$ cat src/source/avl_tx_pkg.sv
package avl_tx_pkg;

  // widths that carry a meaning
  typedef logic [31:0] avl_addr_t;   // byte address, 16-byte aligned on the bus
  typedef logic [5:0]  burst_cnt_t;  // 1 to 32 words
  typedef logic [9:0]  byte_cnt_t;   // segment or remainder, up to 512 bytes
  typedef logic [8:0]  dw_len_t;     // tlp length field in dwords
  typedef logic [3:0]  tag_t;

  localparam int WORD_BYTES          = 16;
  localparam int BOUNDARY_BYTES      = 4096;  // pcie address boundary
  // highest fill levels at which new work may go into the fifos
  localparam int CMD_FIFO_OK_LEVEL   = 8;
  localparam int WRDAT_FIFO_OK_LEVEL = 32;

  typedef enum logic [1:0]
  {
    REQ_WR,
    REQ_RD,
    REQ_MSI
  } req_kind_t;

  typedef enum logic [2:0]
  {
    IDLE,
    WR_BURST,
    WR_PIPE,
    WR_HEADER,
    RD_CALC,
    RD_HEADER,
    MSI_HEADER
  } tx_state_t;

  // one entry of the command fifo, always a 32-bit address format
  typedef struct packed
  {
    req_kind_t kind;
    logic      last_seg;  // final read segment
    tag_t      tag;
    dw_len_t   len;
    avl_addr_t addr;
  } tlp_req_t;

endpackage

$ cat src/source/msi_irq_capture.sv
module msi_irq_capture
(
  input  logic AvlClk_i,
  input  logic Rstn_i,
  input  logic RxmIrq_i,
  input  logic irq_ena_i,
  input  logic msi_ena_i,
  input  logic msi_sent_i,
  output logic msi_pend_o
);

  logic irq_en;
  logic irq_en_q;
  logic irq_rise;

  assign irq_en   = RxmIrq_i & irq_ena_i;
  assign irq_rise = irq_en & ~irq_en_q;

  always_ff @(posedge AvlClk_i or negedge Rstn_i)
  begin
    if (!Rstn_i)
    begin
      irq_en_q   <= 1'b0;
      msi_pend_o <= 1'b0;
    end
    else
    begin
      irq_en_q <= irq_en;
      if (irq_rise & msi_ena_i)  // a new edge wins over the clear
        msi_pend_o <= 1'b1;
      else if (msi_sent_i)
        msi_pend_o <= 1'b0;
    end
  end

  // the fsm only emits an msi header for a request raised here
  a_sent_needs_pend: assert property (@(posedge AvlClk_i) disable iff (!Rstn_i)
    msi_sent_i |-> msi_pend_o);

endmodule

$ cat src/source/tx_req_fsm.sv
module tx_req_fsm
(
  input  logic                   AvlClk_i,
  input  logic                   Rstn_i,
  input  logic                   TxChipSelect_i,
  input  logic                   TxRead_i,
  input  logic                   TxWrite_i,
  input  avl_tx_pkg::burst_cnt_t TxBurstCount_i,
  input  logic [3:0]             CmdFifoUsedW_i,
  input  logic [5:0]             WrDatFifoUsedW_i,
  input  logic                   MasterEnable_i,
  input  logic                   msi_pend_i,
  input  logic                   seg_full_i,
  input  logic                   rd_last_i,
  output logic                   TxWaitRequest_o,
  output logic                   WrDatFifoWrReq_o,
  output logic                   WrDatFifoEop_o,
  output logic                   wr_start_o,
  output logic                   wr_beat_o,
  output logic                   rd_start_o,
  output logic                   rd_adv_o,
  output logic                   hdr_wr_o,
  output logic                   hdr_rd_o,
  output logic                   hdr_msi_o,
  output logic                   msi_sent_o
);
  import avl_tx_pkg::*;

  tx_state_t  state_q;
  tx_state_t  state_d;
  burst_cnt_t beats_left;  // write words still to come
  logic       cmd_ok;
  logic       wrdat_ok;
  logic       idle;
  logic       go_msi;
  logic       go_wr;
  logic       go_rd;
  logic       beat;
  logic       seg_end;

  assign cmd_ok   = CmdFifoUsedW_i <= 4'(CMD_FIFO_OK_LEVEL);
  assign wrdat_ok = WrDatFifoUsedW_i <= 6'(WRDAT_FIFO_OK_LEVEL);

  // pending msi goes first, then new avalon commands
  assign idle   = state_q == IDLE;
  assign go_msi = idle & MasterEnable_i & msi_pend_i & cmd_ok;
  assign go_wr  = idle & MasterEnable_i & ~msi_pend_i & TxChipSelect_i & TxWrite_i
                  & cmd_ok & wrdat_ok;
  assign go_rd  = idle & MasterEnable_i & ~msi_pend_i & TxChipSelect_i & TxRead_i
                  & ~TxWrite_i & cmd_ok;

  assign beat    = (state_q == WR_BURST) & TxChipSelect_i & TxWrite_i & wrdat_ok;
  assign seg_end = beat & (seg_full_i | (beats_left == 6'd1));

  always_comb
  begin
    state_d = state_q;
    case (state_q)
      IDLE:
      begin
        if (go_msi)
          state_d = MSI_HEADER;
        else if (go_wr)
          state_d = WR_BURST;
        else if (go_rd)
          state_d = RD_CALC;
      end
      WR_BURST:   if (seg_end) state_d = WR_PIPE;
      WR_PIPE:    if (cmd_ok) state_d = WR_HEADER;
      WR_HEADER:  state_d = (beats_left == '0) ? IDLE : WR_BURST;
      RD_CALC:    if (cmd_ok) state_d = RD_HEADER;  // size select settles here
      RD_HEADER:  state_d = rd_last_i ? IDLE : RD_CALC;
      MSI_HEADER: state_d = IDLE;
      default:    state_d = IDLE;
    endcase
  end

  always_ff @(posedge AvlClk_i or negedge Rstn_i)
  begin
    if (!Rstn_i)
    begin
      state_q    <= IDLE;
      beats_left <= '0;
    end
    else
    begin
      state_q <= state_d;
      if (go_wr)
        beats_left <= TxBurstCount_i;
      else if (beat)
        beats_left <= beats_left - 6'd1;
    end
  end

  // reads are taken in idle, write beats only while bursting
  assign TxWaitRequest_o  = ~(go_rd | ((state_q == WR_BURST) & wrdat_ok));
  assign WrDatFifoWrReq_o = beat;
  assign WrDatFifoEop_o   = seg_end;

  assign wr_start_o = go_wr;
  assign wr_beat_o  = beat;
  assign rd_start_o = go_rd;
  assign rd_adv_o   = state_q == RD_HEADER;
  assign hdr_wr_o   = state_q == WR_HEADER;
  assign hdr_rd_o   = state_q == RD_HEADER;
  assign hdr_msi_o  = state_q == MSI_HEADER;
  assign msi_sent_o = hdr_msi_o;

  a_wrdat_level: assert property (@(posedge AvlClk_i) disable iff (!Rstn_i)
    WrDatFifoWrReq_o |-> (WrDatFifoUsedW_i <= 6'(WRDAT_FIFO_OK_LEVEL)));

  a_hdr_onehot: assert property (@(posedge AvlClk_i) disable iff (!Rstn_i)
    $onehot0({hdr_wr_o, hdr_rd_o, hdr_msi_o}));

endmodule

$ cat src/source/wr_segmenter.sv
module wr_segmenter
(
  input  logic                  AvlClk_i,
  input  logic                  Rstn_i,
  input  avl_tx_pkg::avl_addr_t TxAddress_i,
  input  logic                  wr_start_i,
  input  logic                  wr_beat_i,
  input  logic                  hdr_wr_i,
  input  logic [2:0]            mps_code_i,
  output logic                  seg_full_o,
  output avl_tx_pkg::avl_addr_t seg_addr_o,
  output avl_tx_pkg::dw_len_t   seg_len_o
);
  import avl_tx_pkg::*;

  avl_addr_t wr_addr_q;   // address of the next beat
  avl_addr_t seg_addr_q;  // start of the current segment
  byte_cnt_t payload_q;
  byte_cnt_t max_pl;

  // max payload size, anything above 256 is capped
  always_comb
  begin
    case (mps_code_i)
      3'b000:  max_pl = 10'd128;
      default: max_pl = 10'd256;
    endcase
  end

  always_ff @(posedge AvlClk_i)
  begin
    if (wr_start_i)
    begin
      wr_addr_q  <= {TxAddress_i[31:4], 4'h0};
      seg_addr_q <= {TxAddress_i[31:4], 4'h0};
    end
    else
    begin
      if (wr_beat_i)
        wr_addr_q <= wr_addr_q + avl_addr_t'(WORD_BYTES);
      if (hdr_wr_i)
        seg_addr_q <= wr_addr_q;  // next segment picks up where this one stopped
    end
  end

  always_ff @(posedge AvlClk_i or negedge Rstn_i)
  begin
    if (!Rstn_i)
      payload_q <= '0;
    else if (wr_start_i | hdr_wr_i)
      payload_q <= '0;
    else if (wr_beat_i)
      payload_q <= payload_q + byte_cnt_t'(WORD_BYTES);
  end

  // next beat is the last word before 4 KB or fills the payload
  assign seg_full_o = (wr_addr_q[11:4] == 8'hFF)
                      | (payload_q == (max_pl - byte_cnt_t'(WORD_BYTES)));

  assign seg_addr_o = seg_addr_q;
  assign seg_len_o  = {1'b0, payload_q[9:2]};

endmodule

$ cat src/source/rd_splitter.sv
module rd_splitter
(
  input  logic                   AvlClk_i,
  input  logic                   Rstn_i,
  input  avl_tx_pkg::avl_addr_t  TxAddress_i,
  input  avl_tx_pkg::burst_cnt_t TxBurstCount_i,
  input  logic                   rd_start_i,
  input  logic                   rd_adv_i,
  input  logic [2:0]             mrrs_code_i,
  output avl_tx_pkg::avl_addr_t  rd_addr_o,
  output avl_tx_pkg::dw_len_t    rd_len_o,
  output logic                   rd_last_o
);
  import avl_tx_pkg::*;

  avl_addr_t   rd_addr_q;
  byte_cnt_t   remain_q;     // bytes not yet requested
  byte_cnt_t   max_rd;
  logic [12:0] to_bnd;       // bytes left to the next 4 KB boundary
  byte_cnt_t   to_bnd_q;
  logic        sel_remain;
  logic        sel_bnd;
  logic        sel_remain_q;
  logic        sel_bnd_q;
  byte_cnt_t   rd_size;

  always_comb
  begin
    case (mrrs_code_i)
      3'b000:  max_rd = 10'd128;
      3'b001:  max_rd = 10'd256;
      default: max_rd = 10'd512;
    endcase
  end

  assign to_bnd     = 13'(BOUNDARY_BYTES) - {1'b0, rd_addr_q[11:0]};
  assign sel_remain = ({3'b000, remain_q} <= to_bnd) & (remain_q <= max_rd);
  assign sel_bnd    = (to_bnd <= {3'b000, max_rd}) & ({3'b000, remain_q} > to_bnd);

  // select is pipelined, the fsm gives it one cycle in RD_CALC
  always_ff @(posedge AvlClk_i or negedge Rstn_i)
  begin
    if (!Rstn_i)
    begin
      sel_remain_q <= 1'b0;
      sel_bnd_q    <= 1'b0;
    end
    else
    begin
      sel_remain_q <= sel_remain;
      sel_bnd_q    <= sel_bnd;
    end
  end

  // only used when selected, then it is at most 512
  always_ff @(posedge AvlClk_i)
    to_bnd_q <= to_bnd[9:0];

  assign rd_size = sel_remain_q ? remain_q : (sel_bnd_q ? to_bnd_q : max_rd);

  always_ff @(posedge AvlClk_i)
  begin
    if (rd_start_i)
      rd_addr_q <= {TxAddress_i[31:4], 4'h0};
    else if (rd_adv_i)
      rd_addr_q <= rd_addr_q + {22'd0, rd_size};
  end

  always_ff @(posedge AvlClk_i or negedge Rstn_i)
  begin
    if (!Rstn_i)
      remain_q <= '0;
    else if (rd_start_i)
      remain_q <= {TxBurstCount_i, 4'h0};  // words to bytes
    else if (rd_adv_i)
      remain_q <= remain_q - rd_size;
  end

  assign rd_addr_o = rd_addr_q;
  assign rd_len_o  = {1'b0, rd_size[9:2]};
  assign rd_last_o = sel_remain_q;  // the rest fits in this segment

endmodule

$ cat src/source/tlp_hdr_builder.sv
module tlp_hdr_builder
(
  input  logic                  AvlClk_i,
  input  logic                  Rstn_i,
  input  logic                  hdr_wr_i,
  input  logic                  hdr_rd_i,
  input  logic                  hdr_msi_i,
  input  avl_tx_pkg::avl_addr_t seg_addr_i,
  input  avl_tx_pkg::dw_len_t   seg_len_i,
  input  avl_tx_pkg::avl_addr_t rd_addr_i,
  input  avl_tx_pkg::dw_len_t   rd_len_i,
  input  logic                  rd_last_i,
  input  avl_tx_pkg::avl_addr_t msi_addr_i,
  output logic                  TxReqWr_o,
  output avl_tx_pkg::tlp_req_t  TxReqHeader_o
);
  import avl_tx_pkg::*;

  tag_t     tag_q;
  tlp_req_t hdr;

  always_comb
  begin
    hdr = '0;  // write with tag 0 unless told otherwise
    if (hdr_rd_i)
    begin
      hdr.kind     = REQ_RD;
      hdr.last_seg = rd_last_i;
      hdr.tag      = tag_q;
      hdr.len      = rd_len_i;
      hdr.addr     = rd_addr_i;
    end
    else if (hdr_msi_i)
    begin
      hdr.kind = REQ_MSI;
      hdr.len  = 9'd1;         // single dword
      hdr.addr = msi_addr_i;
    end
    else
    begin
      hdr.kind = REQ_WR;
      hdr.len  = seg_len_i;
      hdr.addr = seg_addr_i;
    end
  end

  always_ff @(posedge AvlClk_i or negedge Rstn_i)
  begin
    if (!Rstn_i)
      tag_q <= '0;
    else if (hdr_rd_i)
      tag_q <= tag_q + 4'd1;  // rolls over after 15
  end

  assign TxReqWr_o     = hdr_wr_i | hdr_rd_i | hdr_msi_i;
  assign TxReqHeader_o = hdr;

endmodule

$ cat src/source/avl_tx_req.sv
module avl_tx_req
(
  input  logic                   AvlClk_i,
  input  logic                   Rstn_i,
  input  logic                   TxChipSelect_i,
  input  logic                   TxRead_i,
  input  logic                   TxWrite_i,
  input  avl_tx_pkg::burst_cnt_t TxBurstCount_i,
  input  avl_tx_pkg::avl_addr_t  TxAddress_i,
  output logic                   TxWaitRequest_o,
  output logic                   TxReqWr_o,
  output avl_tx_pkg::tlp_req_t   TxReqHeader_o,
  input  logic [3:0]             CmdFifoUsedW_i,
  output logic                   WrDatFifoWrReq_o,
  output logic                   WrDatFifoEop_o,
  input  logic [5:0]             WrDatFifoUsedW_i,
  input  logic [31:0]            DevCsr_i,
  input  logic                   MasterEnable_i,
  input  logic [15:0]            MsiCsr_i,
  input  logic [63:0]            MsiAddr_i,
  input  logic [15:0]            PCIeIrqEna_i,
  input  logic                   RxmIrq_i
);
  import avl_tx_pkg::*;

  logic      msi_pend;
  logic      msi_sent;
  logic      wr_start;
  logic      wr_beat;
  logic      rd_start;
  logic      rd_adv;
  logic      hdr_wr;
  logic      hdr_rd;
  logic      hdr_msi;
  logic      seg_full;
  logic      rd_last;
  avl_addr_t seg_addr;
  dw_len_t   seg_len;
  avl_addr_t rd_addr;
  dw_len_t   rd_len;

  msi_irq_capture u_msi (
    .AvlClk_i   (AvlClk_i),
    .Rstn_i     (Rstn_i),
    .RxmIrq_i   (RxmIrq_i),
    .irq_ena_i  (PCIeIrqEna_i[0]),
    .msi_ena_i  (MsiCsr_i[0]),
    .msi_sent_i (msi_sent),
    .msi_pend_o (msi_pend)
  );

  tx_req_fsm u_fsm (
    .AvlClk_i         (AvlClk_i),
    .Rstn_i           (Rstn_i),
    .TxChipSelect_i   (TxChipSelect_i),
    .TxRead_i         (TxRead_i),
    .TxWrite_i        (TxWrite_i),
    .TxBurstCount_i   (TxBurstCount_i),
    .CmdFifoUsedW_i   (CmdFifoUsedW_i),
    .WrDatFifoUsedW_i (WrDatFifoUsedW_i),
    .MasterEnable_i   (MasterEnable_i),
    .msi_pend_i       (msi_pend),
    .seg_full_i       (seg_full),
    .rd_last_i        (rd_last),
    .TxWaitRequest_o  (TxWaitRequest_o),
    .WrDatFifoWrReq_o (WrDatFifoWrReq_o),
    .WrDatFifoEop_o   (WrDatFifoEop_o),
    .wr_start_o       (wr_start),
    .wr_beat_o        (wr_beat),
    .rd_start_o       (rd_start),
    .rd_adv_o         (rd_adv),
    .hdr_wr_o         (hdr_wr),
    .hdr_rd_o         (hdr_rd),
    .hdr_msi_o        (hdr_msi),
    .msi_sent_o       (msi_sent)
  );

  wr_segmenter u_wr_seg (
    .AvlClk_i    (AvlClk_i),
    .Rstn_i      (Rstn_i),
    .TxAddress_i (TxAddress_i),
    .wr_start_i  (wr_start),
    .wr_beat_i   (wr_beat),
    .hdr_wr_i    (hdr_wr),
    .mps_code_i  (DevCsr_i[7:5]),
    .seg_full_o  (seg_full),
    .seg_addr_o  (seg_addr),
    .seg_len_o   (seg_len)
  );

  rd_splitter u_rd_split (
    .AvlClk_i       (AvlClk_i),
    .Rstn_i         (Rstn_i),
    .TxAddress_i    (TxAddress_i),
    .TxBurstCount_i (TxBurstCount_i),
    .rd_start_i     (rd_start),
    .rd_adv_i       (rd_adv),
    .mrrs_code_i    (DevCsr_i[14:12]),
    .rd_addr_o      (rd_addr),
    .rd_len_o       (rd_len),
    .rd_last_o      (rd_last)
  );

  tlp_hdr_builder u_hdr (
    .AvlClk_i      (AvlClk_i),
    .Rstn_i        (Rstn_i),
    .hdr_wr_i      (hdr_wr),
    .hdr_rd_i      (hdr_rd),
    .hdr_msi_i     (hdr_msi),
    .seg_addr_i    (seg_addr),
    .seg_len_i     (seg_len),
    .rd_addr_i     (rd_addr),
    .rd_len_i      (rd_len),
    .rd_last_i     (rd_last),
    .msi_addr_i    (MsiAddr_i[31:0]),  // 32-bit headers only
    .TxReqWr_o     (TxReqWr_o),
    .TxReqHeader_o (TxReqHeader_o)
  );

endmodule

$ cat config.mk
export PLATFORM = sky130hd
export DESIGN_NAME = avl_tx_req
export DESIGN_NICKNAME = d
export VERILOG_FILES = /design/src/source/avl_tx_pkg.sv /design/src/source/msi_irq_capture.sv /design/src/source/tx_req_fsm.sv /design/src/source/wr_segmenter.sv /design/src/source/rd_splitter.sv /design/src/source/tlp_hdr_builder.sv /design/src/source/avl_tx_req.sv
export SDC_FILE = /design/constraint.sdc
export NUM_CORES = 1
export LEC_CHECK = 0
export ABC_AREA = 0
export ABC_CLOCK_PERIOD_IN_PS = 2900
export BUFFER_PORTS_ARGS = -buffer_cell sky130_fd_sc_hd__buf_2
export CORE_MARGIN = 2
export CORE_UTILIZATION = 40
export CTS_CLUSTER_DIAMETER = 200
export DETAILED_ROUTE_END_ITERATION = 8
export GPL_ROUTABILITY_DRIVEN = 0
export PLACE_DENSITY = 0.77
export SLEW_MARGIN = 0
export SYNTH_ARGS = -nofsm -noshare
export SYNTH_HDL_FRONTEND = slang
export SYNTH_SLANG_ARGS = --single-unit
export TNS_END_PERCENT = 30
$ cat constraint.sdc
create_clock -name AvlClk_i -period 2.9 [get_ports AvlClk_i]
set_input_delay 0.58 -clock AvlClk_i [delete_from_list [all_inputs] [get_ports AvlClk_i]]
set_output_delay 0.58 -clock AvlClk_i [all_outputs]
set_load 0.005 [all_outputs]
Word-level counts from Yosys, hierarchy flattened
Index checks and enable logic that the tools add are counted.

cells by class
  add/subtract/negate cells = 8
  mux-type cells = 32
  $lt $le $gt $ge = 6
  reduce and logical (&&, ||, !) cells = 10
  bitwise logic cells = 31
  eq/ne operators = 14

operators with widths
  cell                                                 count
  2-to-1 mux 32 bit                                    6
  2-to-1 mux 40 bit                                    2
  2-to-1 mux 10 bit                                    6
  adder 32 x 10 -> 32 bit                              1
  adder 32 x 5 -> 32 bit (second input constant)       1
  bitwise AND 1 bit                                    21
  2-to-1 mux 3 bit                                     7
  one-hot mux 10 bit (2 select lines)                  1
  one-hot mux 3 bit (6 select lines)                   1
  > comparator 10 x 13 -> 1 bit                        1
  <= comparator 10 x 13 -> 1 bit                       1
  <= comparator 13 x 10 -> 1 bit                       1
  subtractor 13 x 12 -> 13 bit (first input constant)  1
  2-to-1 mux 6 bit                                     2
  adder 10 x 5 -> 10 bit (second input constant)       1
  == test 10 bit                                       1
  <= comparator 10 bit                                 1
  nonzero test 2 bit                                   5
  subtractor 10 bit                                    1
  subtractor 10 x 5 -> 10 bit (second input constant)  1
  == test 3 bit (second input constant)                3
  zero test 3 bit                                      3
  2-to-1 mux 9 bit                                     1
  == test 8 bit (second input constant)                1
  other kinds (17)                                     31

word-level totals
  output and inout port bits = 52
  logic and storage cells = 117
  register bits after elaboration = 143

Depth between registers and ports, before layout
Gate-level depths: netlist of the first run.

  depth in word-level cells = 11
  gate-level depth with buffers = 14
  mapped depth without buffers = 12

Cells and area by module
A second synthesis of the first run with hierarchy kept.

second synthesis, totals
  cell total of the unflattened synthesis = 996
  area total of the unflattened synthesis = 9118.7 um^2

modules (own cells, without submodules)
  module           cells each  instances  area each (um^2)
  rd_splitter      457         1          4028.9
  wr_segmenter     304         1          3219.3
  tlp_hdr_builder  142         1          1004.7
  tx_req_fsm       87          1          792.0
  msi_irq_capture  6           1          73.8

Worst setup path before layout of the first run
Ideal clock, no wire load.

  path kind = reg2reg
  start point = register u_rd_split.sel_remain_q (netlist: u_rd_split.rd_last_o)
  end point = register u_rd_split.rd_addr_q[18] (netlist: u_rd_split.rd_addr_o[18]) (data pin)
  slack = -232 ps
  data arrival time = 2865 ps
  cell stages (with the launch flop) = 14
  buffers on the path = 3
  clock period less this slack = 3132 ps
  cells stage by stage = dfrtp_1 clkbuf_1 clkbuf_1 a22o_1 ha_1 inv_1 fa_1 nor2b_1 o31a_1 o21ai_0 clkbuf_1 a2111oi_0 xnor2_1 o21ai_0

on the way
  longest elaborated chain between the ends = 4

RTL lines
  item                     RTL line           text
  start, declared          rd_splitter.sv:23  logic sel_remain_q;
  start signal, assigned   rd_splitter.sv:50  sel_remain_q <= sel_remain;
  2-to-1 mux 10 bit        rd_splitter.sv:59  assign rd_size = sel_remain_q ? remain_q : (sel_bnd_q ? to_bnd_q : max_rd);
  adder 32 x 10 -> 32 bit  rd_splitter.sv:66  rd_addr_q <= rd_addr_q + {22'd0, rd_size};
  2-to-1 mux 32 bit        rd_splitter.sv:65  else if (rd_adv_i)
  2-to-1 mux 32 bit        rd_splitter.sv:63  if (rd_start_i)
  end signal, assigned     rd_splitter.sv:64  rd_addr_q <= {TxAddress_i[31:4], 4'h0};
  end signal, assigned     rd_splitter.sv:66
  end, declared            rd_splitter.sv:16  avl_addr_t rd_addr_q;

No other way between the ends. The select of a mux whose other input is x is not followed.
A chain may end at the register's enable or synchronous reset.

==> run_results.csv, run 1 <==
group,metric,value,unit
global_routing,busiest_layer,"met2",
setup_path,crit_chain,"inv_1, nor2_1, nand2_1, clkinv_2, buf_12, nand2_1, a31oi_1, buf_2",
clocking,h-tree-depth,4,
setup_path,worst_setup_path_end_kind,"primary output",
global_routing,gr-usage-met1,29.6,%
clocking,cts_made_buffers,17,
timing,relSlewSlack,45.5,%
power,intPower,0.00622,W
synthesis,synth.top_cell.area_share,29.0,%
global_routing,use_met2,38.6,%
floorplanning,start_util,41.1,%
hold_path,hp-class,"in -> async",
global_routing,grt_pass1_vias,8043,
detailed_routing,viasPerCell,5.69,
floorplanning,die_y,151,um
setup_path,crit_required,2.32,ns
power,p_leak,4.79,nW
power,irDropWorstVdd,0.423,mV
global_routing,grt_pass1_wl,41.3,mm
detailed_routing,drt_pass1_iterations,6,
cells_and_area,n_antenna_cell,0,
power,seqPwrFrac,27.2,%
setup_path,path_buf_inv,4,
detailed_routing,ant_nets,0,
detailed_routing,routed_wl,26.8,mm
global_routing,grt_use_total,23.1,%
global_routing,grtUsageMet3,4.64,%
synthesis,syn_nets,1211,
synthesis,ys_warn_count,0,
run,cap_viol_max_count,0,
synthesis,synthCells,983,
synthesis,synthFlopType,"edfxtp_1",
global_routing,grt_max_degree,67,
clocking,clk_pin_slew,0.06,ns
cells_and_area,nNetsFinal,1430,
timing,timing.fmax,346,MHz
synthesis,yosysSeqAreaShare,41.7,%
cells_and_area,layoutNonFillerInstCount,1490,
timing,period_needed,2.89,ns
floorplanning,core-area,21200,sq um
timing,finalCritPeriodShare,99.6,%
place,dp.cells,1448,
place,io_buffer_count,141,
setup_path,max_stage_delay,0.47,ns
detailed_routing,drt_iter0_markers,891,
detailed_routing,wl_per_cell,18.0,um
synthesis,ys_seq_elements,131,
floorplanning,dieArea,22900,sq um
setup_path,cp_max_fo,21,
cells_and_area,final_cell_area,11500,sq um
setup_path,cpLargestDelayFamily,"buffers and inverters",
synthesis,async_flop_share,25.2,%
clocking,cts.sinks,131,
timing,finClkSkew,0.0133,ns
synthesis,synth_largest_area_cell,"edfxtp_1",
timing,worst_pin_slew,0.817,ns
synthesis,synthesis.area,8690,sq um
clocking,cts_hold_buf,0,
setup_path,crit_top_cell,"nand2_1",
synthesis,netlist_top_cells_area,"edfxtp_1 (29%), dfrtp_1 (9.5%), nand2_1 (8.2%)",
cells_and_area,layout-drive-gt1-share,30.5,%
timing,drv_slew,0,
clocking,root_buffer,"clkbuf_16",
cells_and_area,area_delta_synth_final,31.8,%
power,pwr-share-comb,52.7,%
setup_path,worstPathArrival,2.31,ns
power,switching_share,40.7,%
global_routing,antenna_found_initial,0,
place,hpwl,19.5,mm
place,placedInstanceArea,10400,sq um
global_routing,overflow,0,
timing,finalHoldViolCount,0,
setup_path,critPathLaunchType,"flip-flop",
synthesis,synth_area_per_cell,8.84,sq um
clocking,cts_max_path_buffers,2,
run_status,status,"complete, no violations",
power,power_density,916,nW/um^2
clocking,cts_tree,"done",
setup_path,path_class,"reg -> out",
power,clkPwrFrac,20.1,%
floorplanning,die_w,151,um
setup_path,cpMaxStageDelayCell,"dfrtp_2",
power,p_switching,0.00427,W
timing,setup_violations,0,
detailed_routing,drc,0,
synthesis,synth_edf_count,84,
floorplanning,num_rows,53,
detailed_routing,vias,8479,
synthesis,synth_cell_types,74,
floorplanning,ios,235,
timing,rsz0062_at_grt,"true",
clocking,clk_latency,0.43,ns
==> worst reg2reg max path, cell delays in order, from the launching register on <==
cell and delay, ns:
dfrtp_2 0.46, buf_6 0.15, a22o_4 0.25, ha_4 0.17, inv_2 0.06, fa_2 0.22, nor2b_2 0.05, o31a_1 0.30
o21ai_2 0.22, buf_6 0.17, a21oi_2 0.07, or3_1 0.31, a32o_1 0.23
==> state kept, by name, summed over array words and instances (netlist names), 3 cells and up <==
register,flops
u_fsm.state_q,3
u_rd_split.to_bnd_q,10
u_rd_split.remain_q,10
u_wr_seg.wr_addr_q,28
u_wr_seg.seg_addr_o,28
u_hdr.tag_q,4
u_wr_seg.payload_q,6
u_fsm.beats_left,6
u_rd_split.rd_addr_o,32
==> cells in the final DEF (no fill, tap or decap), drive strengths merged, types with 19 or more instances in the layout <==
cell type,netlist,final
nor3,19,19
xnor2,35,35
a21oi,40,40
nand2,191,191
o21ai,76,76
edfxtp,84,84
nand3,26,26
a31oi,41,41
ha,43,43
nor2,80,80
dfrtp,33,33
xor2,20,20
inv,49,55
buf,17,250
==> metal layers <==
metal | vias up | wire length (um)
li1 | 3993 | -
met1 | 4007 | 10900
met2 | 403 | 13000
met3 | 76 | 1970
met4 | 0 | 883
met5 | - | 0
==> synthesized netlist by cell type, types with 6 or more instances <==
master     instances
edfxtp_1          84
dfrtp_1           33
nand4_1           16
a22o_1             6
or3_1              7
nor3_1            18
o21ai_0           75
a41oi_1            6
clkbuf_1          32
dfxtp_1           14
a21oi_1           35
a22oi_1            7
nor2b_1            6
nand3_1           26
a211oi_1          10
mux2i_1            6
a21o_1             8
and2_1             7
mux2_2             9
o22ai_1            8
o31ai_1            6
a2111oi_0          6
nor2_1            80
buf_1              6
nand2_1          190
xnor2_1           35
xor2_1            20
mux2_4             8
ha_1              43
a31oi_1           41
inv_1             49
==> final cells by class <==
class	instances	area, sq um
Fill cell	1766	9690
Timing Repair Buffer	250	1650
Clock inverter	15	151
Tap cell	275	344
Sequential cell	131	3630
Inverter	51	193
Clock buffer	17	425
Multi-Input combinational cell	751	5060
==> power by group through the flow <==
stage                     clock network [W]  logic, W  registers (W)
after global routing                0.00221   0.00606        0.00290
after CTS                           0.00212   0.00493        0.00282
final                               0.00211   0.00553        0.00286
after detailed placement                  0   0.00479        0.00284
after floorplan                           0   0.00289        0.00276
after global placement                    0   0.00466        0.00282
==> path summary, 6_finish.rpt <==
check	start	end	slack [ns]	cells after the start
min reg2reg	u_hdr.tag_q[3]	u_hdr.tag_q[3]	0.47	1
max in group asynchronous	Rstn_i	u_fsm.state_q[2]	2.08	1
min	Rstn_i	u_wr_seg.payload_q[5]	0.25	1
max reg2reg	u_rd_split.rd_last_o	u_rd_split.rd_addr_o[8]	0.02	12
min in group AvlClk_i	PCIeIrqEna_i[0]	u_msi.irq_en_q	0.39	2
max	u_fsm.state_q[2]	TxReqHeader_o[16]	0.01	8
==> repair_timing <==
action / CTS / global route
cloned: 1 / 0
gates resized for setup: 26 / 58
buffers inserted: 0 / 9
pin swaps: 0 / 15
setup endpoints to repair: 28 / 31
==> cell families after synthesis <==
| logic type | count (synthesis) | synth area share [%] |
|---|---|---|
| AO/OA/AOI/OAI | 243 | 17.9 |
| flip-flops | 131 | 41.7 |
| multiplexers | 23 | 3.24 |
| XOR/XNOR | 55 | 5.54 |
| adder cells (fa/ha/maj) | 45 | 6.65 |
| buffers and inverters | 101 | 5.05 |
| other | 1 | 0.0431 |
| AND/OR/NAND/NOR | 384 | 19.8 |
==> stage by stage <==
step / utilization (%) / setup slack, ns / TNS (ns) / hold WS (ns) / total power [W]
after global routing: 54.2 / -0.0954 / -0.650 / 0.305 / 0.0112
after floorplan: - / -0.0254 / -0.101 / 0.284 / 0.00565
after detailed placement: 49.1 / -0.304 / -4.45 / 0.475 / 0.00763
after global placement: 49.1 / -0.271 / -3.39 / 0.453 / 0.00747
after CTS: 52.3 / -0.00686 / -0.00724 / 0.279 / 0.00987
final: 54.2 / 0.0107 / 0 / 0.252 / 0.0105
Power figures use the tool's default switching activity.
==> run 2: changes to the inputs <==
Settings changed: REMOVE_ABC_BUFFERS set to 1.
==> run_results.csv, run 2 (synthesis gave the netlist of run 1 again) <==
group,metric,value,unit
global_routing,grt_use_total,22.7,%
place,io_buffer_count,141,
floorplanning,num_rows,53,
timing,finalCritPeriodShare,101,%
setup_path,crit_required,3.07,ns
clocking,cts_tree,"done",
clocking,cts_hold_buf,0,
detailed_routing,routed_wl,26.4,mm
setup_path,max_stage_delay,0.37,ns
timing,timing.fmax,342,MHz
clocking,clk_latency,0.43,ns
timing,rsz0062_at_grt,"true",
global_routing,grt_pass1_vias,7887,
timing,worst_pin_slew,0.788,ns
global_routing,antenna_found_initial,1,
clocking,root_buffer,"clkbuf_16",
detailed_routing,vias,8312,
clocking,cts.sinks,131,
cells_and_area,nNetsFinal,1420,
detailed_routing,drc,0,
timing,relSlewSlack,47.4,%
cells_and_area,layout_common_cells,"nand2_1 (190), buf_2 (141), edfxtp_1 (84)",
setup_path,worst_r2r_endpoint,"u_rd_split.rd_addr_o[14]",
run,cap_viol_max_count,0,
timing,finalHoldViolCount,0,
setup_path,r2r-start,"u_rd_split.sel_bnd_q",
setup_path,reg2reg_depth,14,
timing,finalSetupTns,-0.0255,ns
setup_path,crit_chain,"buf_6, mux2i_1, nor2_1, a21oi_2, inv_2, ha_4, a21o_1, a31o_2, nor2_1, buf_6, buf_4, a21oi_4, mux2_2, o211ai_1",
floorplanning,ios,235,
detailed_routing,wl_per_cell,17.8,um
setup_path,path_class,"reg -> reg",
place,dp.cells,1446,
cells_and_area,area_delta_synth_final,29.4,%
timing,finClkSkew,0.0123,ns
global_routing,grt_pass1_wl,39.8,mm
run_status,status,"finished with violations",
floorplanning,die_w,151,um
power,p_leak,4.71,nW
timing,drv_slew,0,
floorplanning,core-area,21200,sq um
timing,setup_violations,2,
run_status,violations,"setup timing",
floorplanning,die_y,151,um
cells_and_area,layoutNonFillerInstCount,1481,
clocking,cts_made_buffers,17,
power,power_density,890,nW/um^2
cells_and_area,largest_register_ffs,32,
detailed_routing,ant_nets,0,
power,irDropWorstVdd,0.392,mV
global_routing,grt_max_degree,109,
setup_path,worstPathArrival,3.09,ns
hold_path,hp-class,"in -> async",
setup_path,r2r_setup_slack,-0.02,ns
timing,period_needed,2.92,ns
detailed_routing,viasPerCell,5.61,
setup_path,worst_setup_path_end_kind,"flip-flop",
global_routing,overflow,0,
detailed_routing,drt_pass1_iterations,7,
floorplanning,start_util,41.1,%
clocking,cts_max_path_buffers,2,
cells_and_area,layout-drive-gt1-share,28.5,%
cells_and_area,final_common_cell,"nand2_1",
place,hpwl,18.5,mm
setup_path,critPathLaunchType,"flip-flop",
timing,fin_ws,-0.0245,ns
clocking,h-tree-depth,4,
setup_path,cpMaxStageDelayCell,"dfrtp_1",
floorplanning,dieArea,22900,sq um
setup_path,cp_max_fo,7,
detailed_routing,drt_iter0_markers,670,
clocking,clk_pin_slew,0.06,ns
==> run 2: cell types whose count changed in the layout (fill, tap and decap cells not counted), moves of 3 or more <==
cell	delta
a211oi_2	-4
a211oi_1	+4
inv_8	-3
buf_6	+4
nor2_1	+3
buf_4	-14
inv_6	-3
clkinv_2	+4
clkbuf_1	+3
==> run 2: critical path, delay by kind of cell (launching register included) <==
family	cells	cell delay (ns)
fa+ha+maj	1	0.25
mux	2	0.43
simple gates	2	0.22
buf+inv	4	0.61
compound gates	5	0.79
flops	1	0.37
==> run 2: metal layers <==
layer	track usage (%)	vias up	routed length [um]
li1	-	3970	-
met1	29.8	3929	11300
met2	36.2	340	12400
met3	3.80	73	1640
met4	11.5	0	1070
met5	0	-	0
==> run 2: layout make-up <==
| class | instances | area, sq um |
|---|---|---|
| Multi-Input combinational cell | 751 | 4980 |
| Sequential cell | 131 | 3630 |
| Antenna cell | 1 | 2.50 |
| Clock inverter | 12 | 67.6 |
| Fill cell | 1813 | 9900 |
| Timing Repair Buffer | 240 | 1590 |
| Tap cell | 275 | 344 |
| Inverter | 51 | 196 |
| Clock buffer | 20 | 437 |
==> run 2: timing repair <==
item	CTS	global route
pin swaps	0	5
buffers inserted	0	2
resized for setup	19	60
setup endpoints to repair	54	29
==> run 2: per-stage QoR <==
stage               utilization, %  total power, W  hold slack (ns)  cell area [sq um]  setup WS, ns
floorplan                        -         0.00556            0.284               8450         -1.93
global placement              49.0         0.00743            0.455              10400        -0.329
detailed placement            49.0         0.00756            0.456              10400        -0.380
CTS                           51.6         0.00954            0.272              10900       -0.0194
global route                  53.2          0.0107            0.314              11200        -0.142
finish                        53.2          0.0100            0.233              11300       -0.0245
==> run 2: worst max path at each step <==
stage	startpoint	to	slack, ns
2_1_floorplan	u_fsm.state_q[1]	u_rd_split.rd_addr_o[10]	-1.93
3_3_place_gp	DevCsr_i[13]	u_rd_split.rd_addr_o[22]	-0.33
3_5_place_dp	DevCsr_i[13]	u_rd_split.rd_addr_o[18]	-0.38
4_1_cts	u_rd_split.rd_last_o	u_rd_split.rd_addr_o[12]	-0.02
5_1_grt	u_rd_split.rd_last_o	u_rd_split.rd_addr_o[29]	-0.14
6_report	u_rd_split.sel_bnd_q	u_rd_split.rd_addr_o[14]	-0.02
==> run 2: where the power goes <==
part / total (W) / leakage, nW / switching [W] / internal [W]
Combinational: 0.00527 / 3.16 / 0.00285 / 0.00242
Clock: 0.00189 / 0.242 / 0.000815 / 0.00107
Sequential: 0.00286 / 1.30 / 0.000386 / 0.00247
==> run 3: changes to the inputs <==
Settings changed: RECOVER_POWER set to 100.
==> run_results.csv, run 3 (synthesis gave the netlist of run 1 again) <==
group,metric,value,unit
detailed_routing,routed_wl,26.3,mm
setup_path,max_stage_delay,0.38,ns
run_status,violations,"capacitance limit, slew limit, setup timing",
clocking,root_buffer,"clkbuf_16",
power,p_leak,4.69,nW
floorplanning,dieArea,22900,sq um
cells_and_area,area_delta_synth_final,29.3,%
setup_path,path_class,"reg -> reg",
clocking,h-tree-depth,4,
cells_and_area,largest_register_ffs,32,
floorplanning,start_util,41.1,%
power,irDropWorstVdd,0.390,mV
detailed_routing,drt_iter0_markers,670,
global_routing,grt_use_total,22.7,%
timing,relSlewSlack,-27.9,%
timing,drv_slew,34,
global_routing,grt_pass1_vias,7887,
power,power_density,889,nW/um^2
global_routing,antenna_found_initial,1,
floorplanning,ios,235,
setup_path,cpMaxStageDelayCell,"dfrtp_1",
setup_path,critPathLaunchType,"flip-flop",
timing,timing.fmax,342,MHz
timing,period_needed,2.93,ns
timing,finalHoldViolCount,0,
detailed_routing,ant_nets,0,
setup_path,worst_setup_path_end_kind,"flip-flop",
setup_path,critPathLaunch,"u_rd_split.sel_bnd_q",
setup_path,crit_chain,"buf_6, mux2i_1, nor2_1, a21oi_2, inv_2, ha_4, a21o_1, a31o_2, nor2_1, buf_6, buf_4, a21oi_4, mux2_2, o211ai_1",
global_routing,overflow,0,
place,post-place-ws,-0.380,ns
timing,setup_violations,3,
hold_path,hp-class,"in -> reg",
global_routing,grt_pass1_wl,39.8,mm
timing,rsz0062_at_grt,"true",
place,io_buffer_count,141,
setup_path,cp_max_fo,7,
detailed_routing,vias,8307,
detailed_routing,drc,0,
floorplanning,core-area,21200,sq um
timing,finClkSkew,0.0110,ns
floorplanning,die_y,151,um
cells_and_area,layout-drive-gt1-share,28.2,%
cells_and_area,final_common_cell,"nand2_1",
detailed_routing,drt_pass1_iterations,6,
clocking,cts_tree,"done",
clocking,cts_made_buffers,17,
place,hpwl,18.5,mm
timing,worst_pin_slew,1.92,ns
setup_path,crit_required,3.07,ns
timing,fin_ws,-0.0265,ns
clocking,cts_hold_buf,0,
clocking,clk_latency,0.43,ns
run,cap_viol_max_count,1,
setup_path,r2r-start,"u_rd_split.sel_bnd_q",
run_status,status,"finished with violations",
floorplanning,num_rows,53,
timing,finalSetupTns,-0.0291,ns
cells_and_area,layout_common_cells,"nand2_1 (190), buf_2 (140), edfxtp_1 (84)",
detailed_routing,wl_per_cell,17.8,um
timing,finalCritPeriodShare,101,%
floorplanning,die_w,151,um
place,placedInstanceArea,10400,sq um
clocking,cts.sinks,131,
detailed_routing,viasPerCell,5.61,
cells_and_area,final_cell_area,11200,sq um
global_routing,grt_max_degree,109,
power,power,0.00999,W
clocking,clk_pin_slew,0.06,ns
clocking,cts_max_path_buffers,2,
hold_path,hp-start,"PCIeIrqEna_i[0]",
cells_and_area,nNetsFinal,1420,
setup_path,worstPathArrival,3.10,ns
-- run 3: where the power goes --
group	internal, W	leakage, nW	switching, W
sequential	0.00247	1.30	0.000386
clock	0.00107	0.242	0.000807
combinational	0.00240	3.15	0.00285
total	0.00594	4.69	0.00404
-- run 3: path summary, 6_finish.rpt --
| path | slack [ns] | depth (start not counted) | end |
|---|---|---|---|
| max | -0.03 | 14 | u_rd_split.rd_addr_o[14] |
| min | 0.42 | 2 | u_msi.irq_en_q |
| max reg2reg | -0.03 | 14 | u_rd_split.rd_addr_o[14] |
| min reg2reg | 0.46 | 1 | u_hdr.tag_q[3] |
| max in group asynchronous | 0.97 | 1 | u_fsm.state_q[2] |
| min in group asynchronous | 0.69 | 1 | u_wr_seg.payload_q[6] |
-- run 3: metal layers --
metal,up-vias,wire length [um],global-route usage (%)
met2,340,12400,36.2
met5,-,0,0
li1,3974,-,-
met1,3919,11100,29.8
met4,0,1060,11.5
met3,74,1810,3.80
-- run 3: cell type report --
class                      instances  area [sq um]
sequential                       131          3630
fill                            1812          9910
clock buffer                      20           437
timing repair buffer             240          1580
inverter                          51           196
clock inverter                    12          67.6
multi-input combinational        751          4980
tap                              275           344
antenna                            1          2.50
-- run 3: stage by stage --
stage / utilization (%) / hold slack (ns) / instances
6_report: 53.1 / 0.421 / 1481
3_3_place_gp: 49.0 / 0.455 / 1446
2_1_floorplan: - / 0.284 / 933
3_5_place_dp: 49.0 / 0.456 / 1446
4_1_cts: 51.6 / 0.272 / 1478
5_1_grt: 53.1 / 0.428 / 1480
-- run 3: critical path: cells and delay by family (launching register included) --
| family | cells | cell delay [ns] |
|---|---|---|
| AO/OA/AOI/OAI | 5 | 0.79 |
| adder cells (fa/ha/maj) | 1 | 0.25 |
| buffers and inverters | 4 | 0.61 |
| flip-flops | 1 | 0.38 |
| multiplexers | 2 | 0.43 |
| AND/OR/NAND/NOR | 2 | 0.23 |
-- run 3: what timing repair did --
item	in CTS	in global routing
resized for setup	19	60
setup buffers	0	2
setup endpoints to repair	54	29
pin swaps	0	5
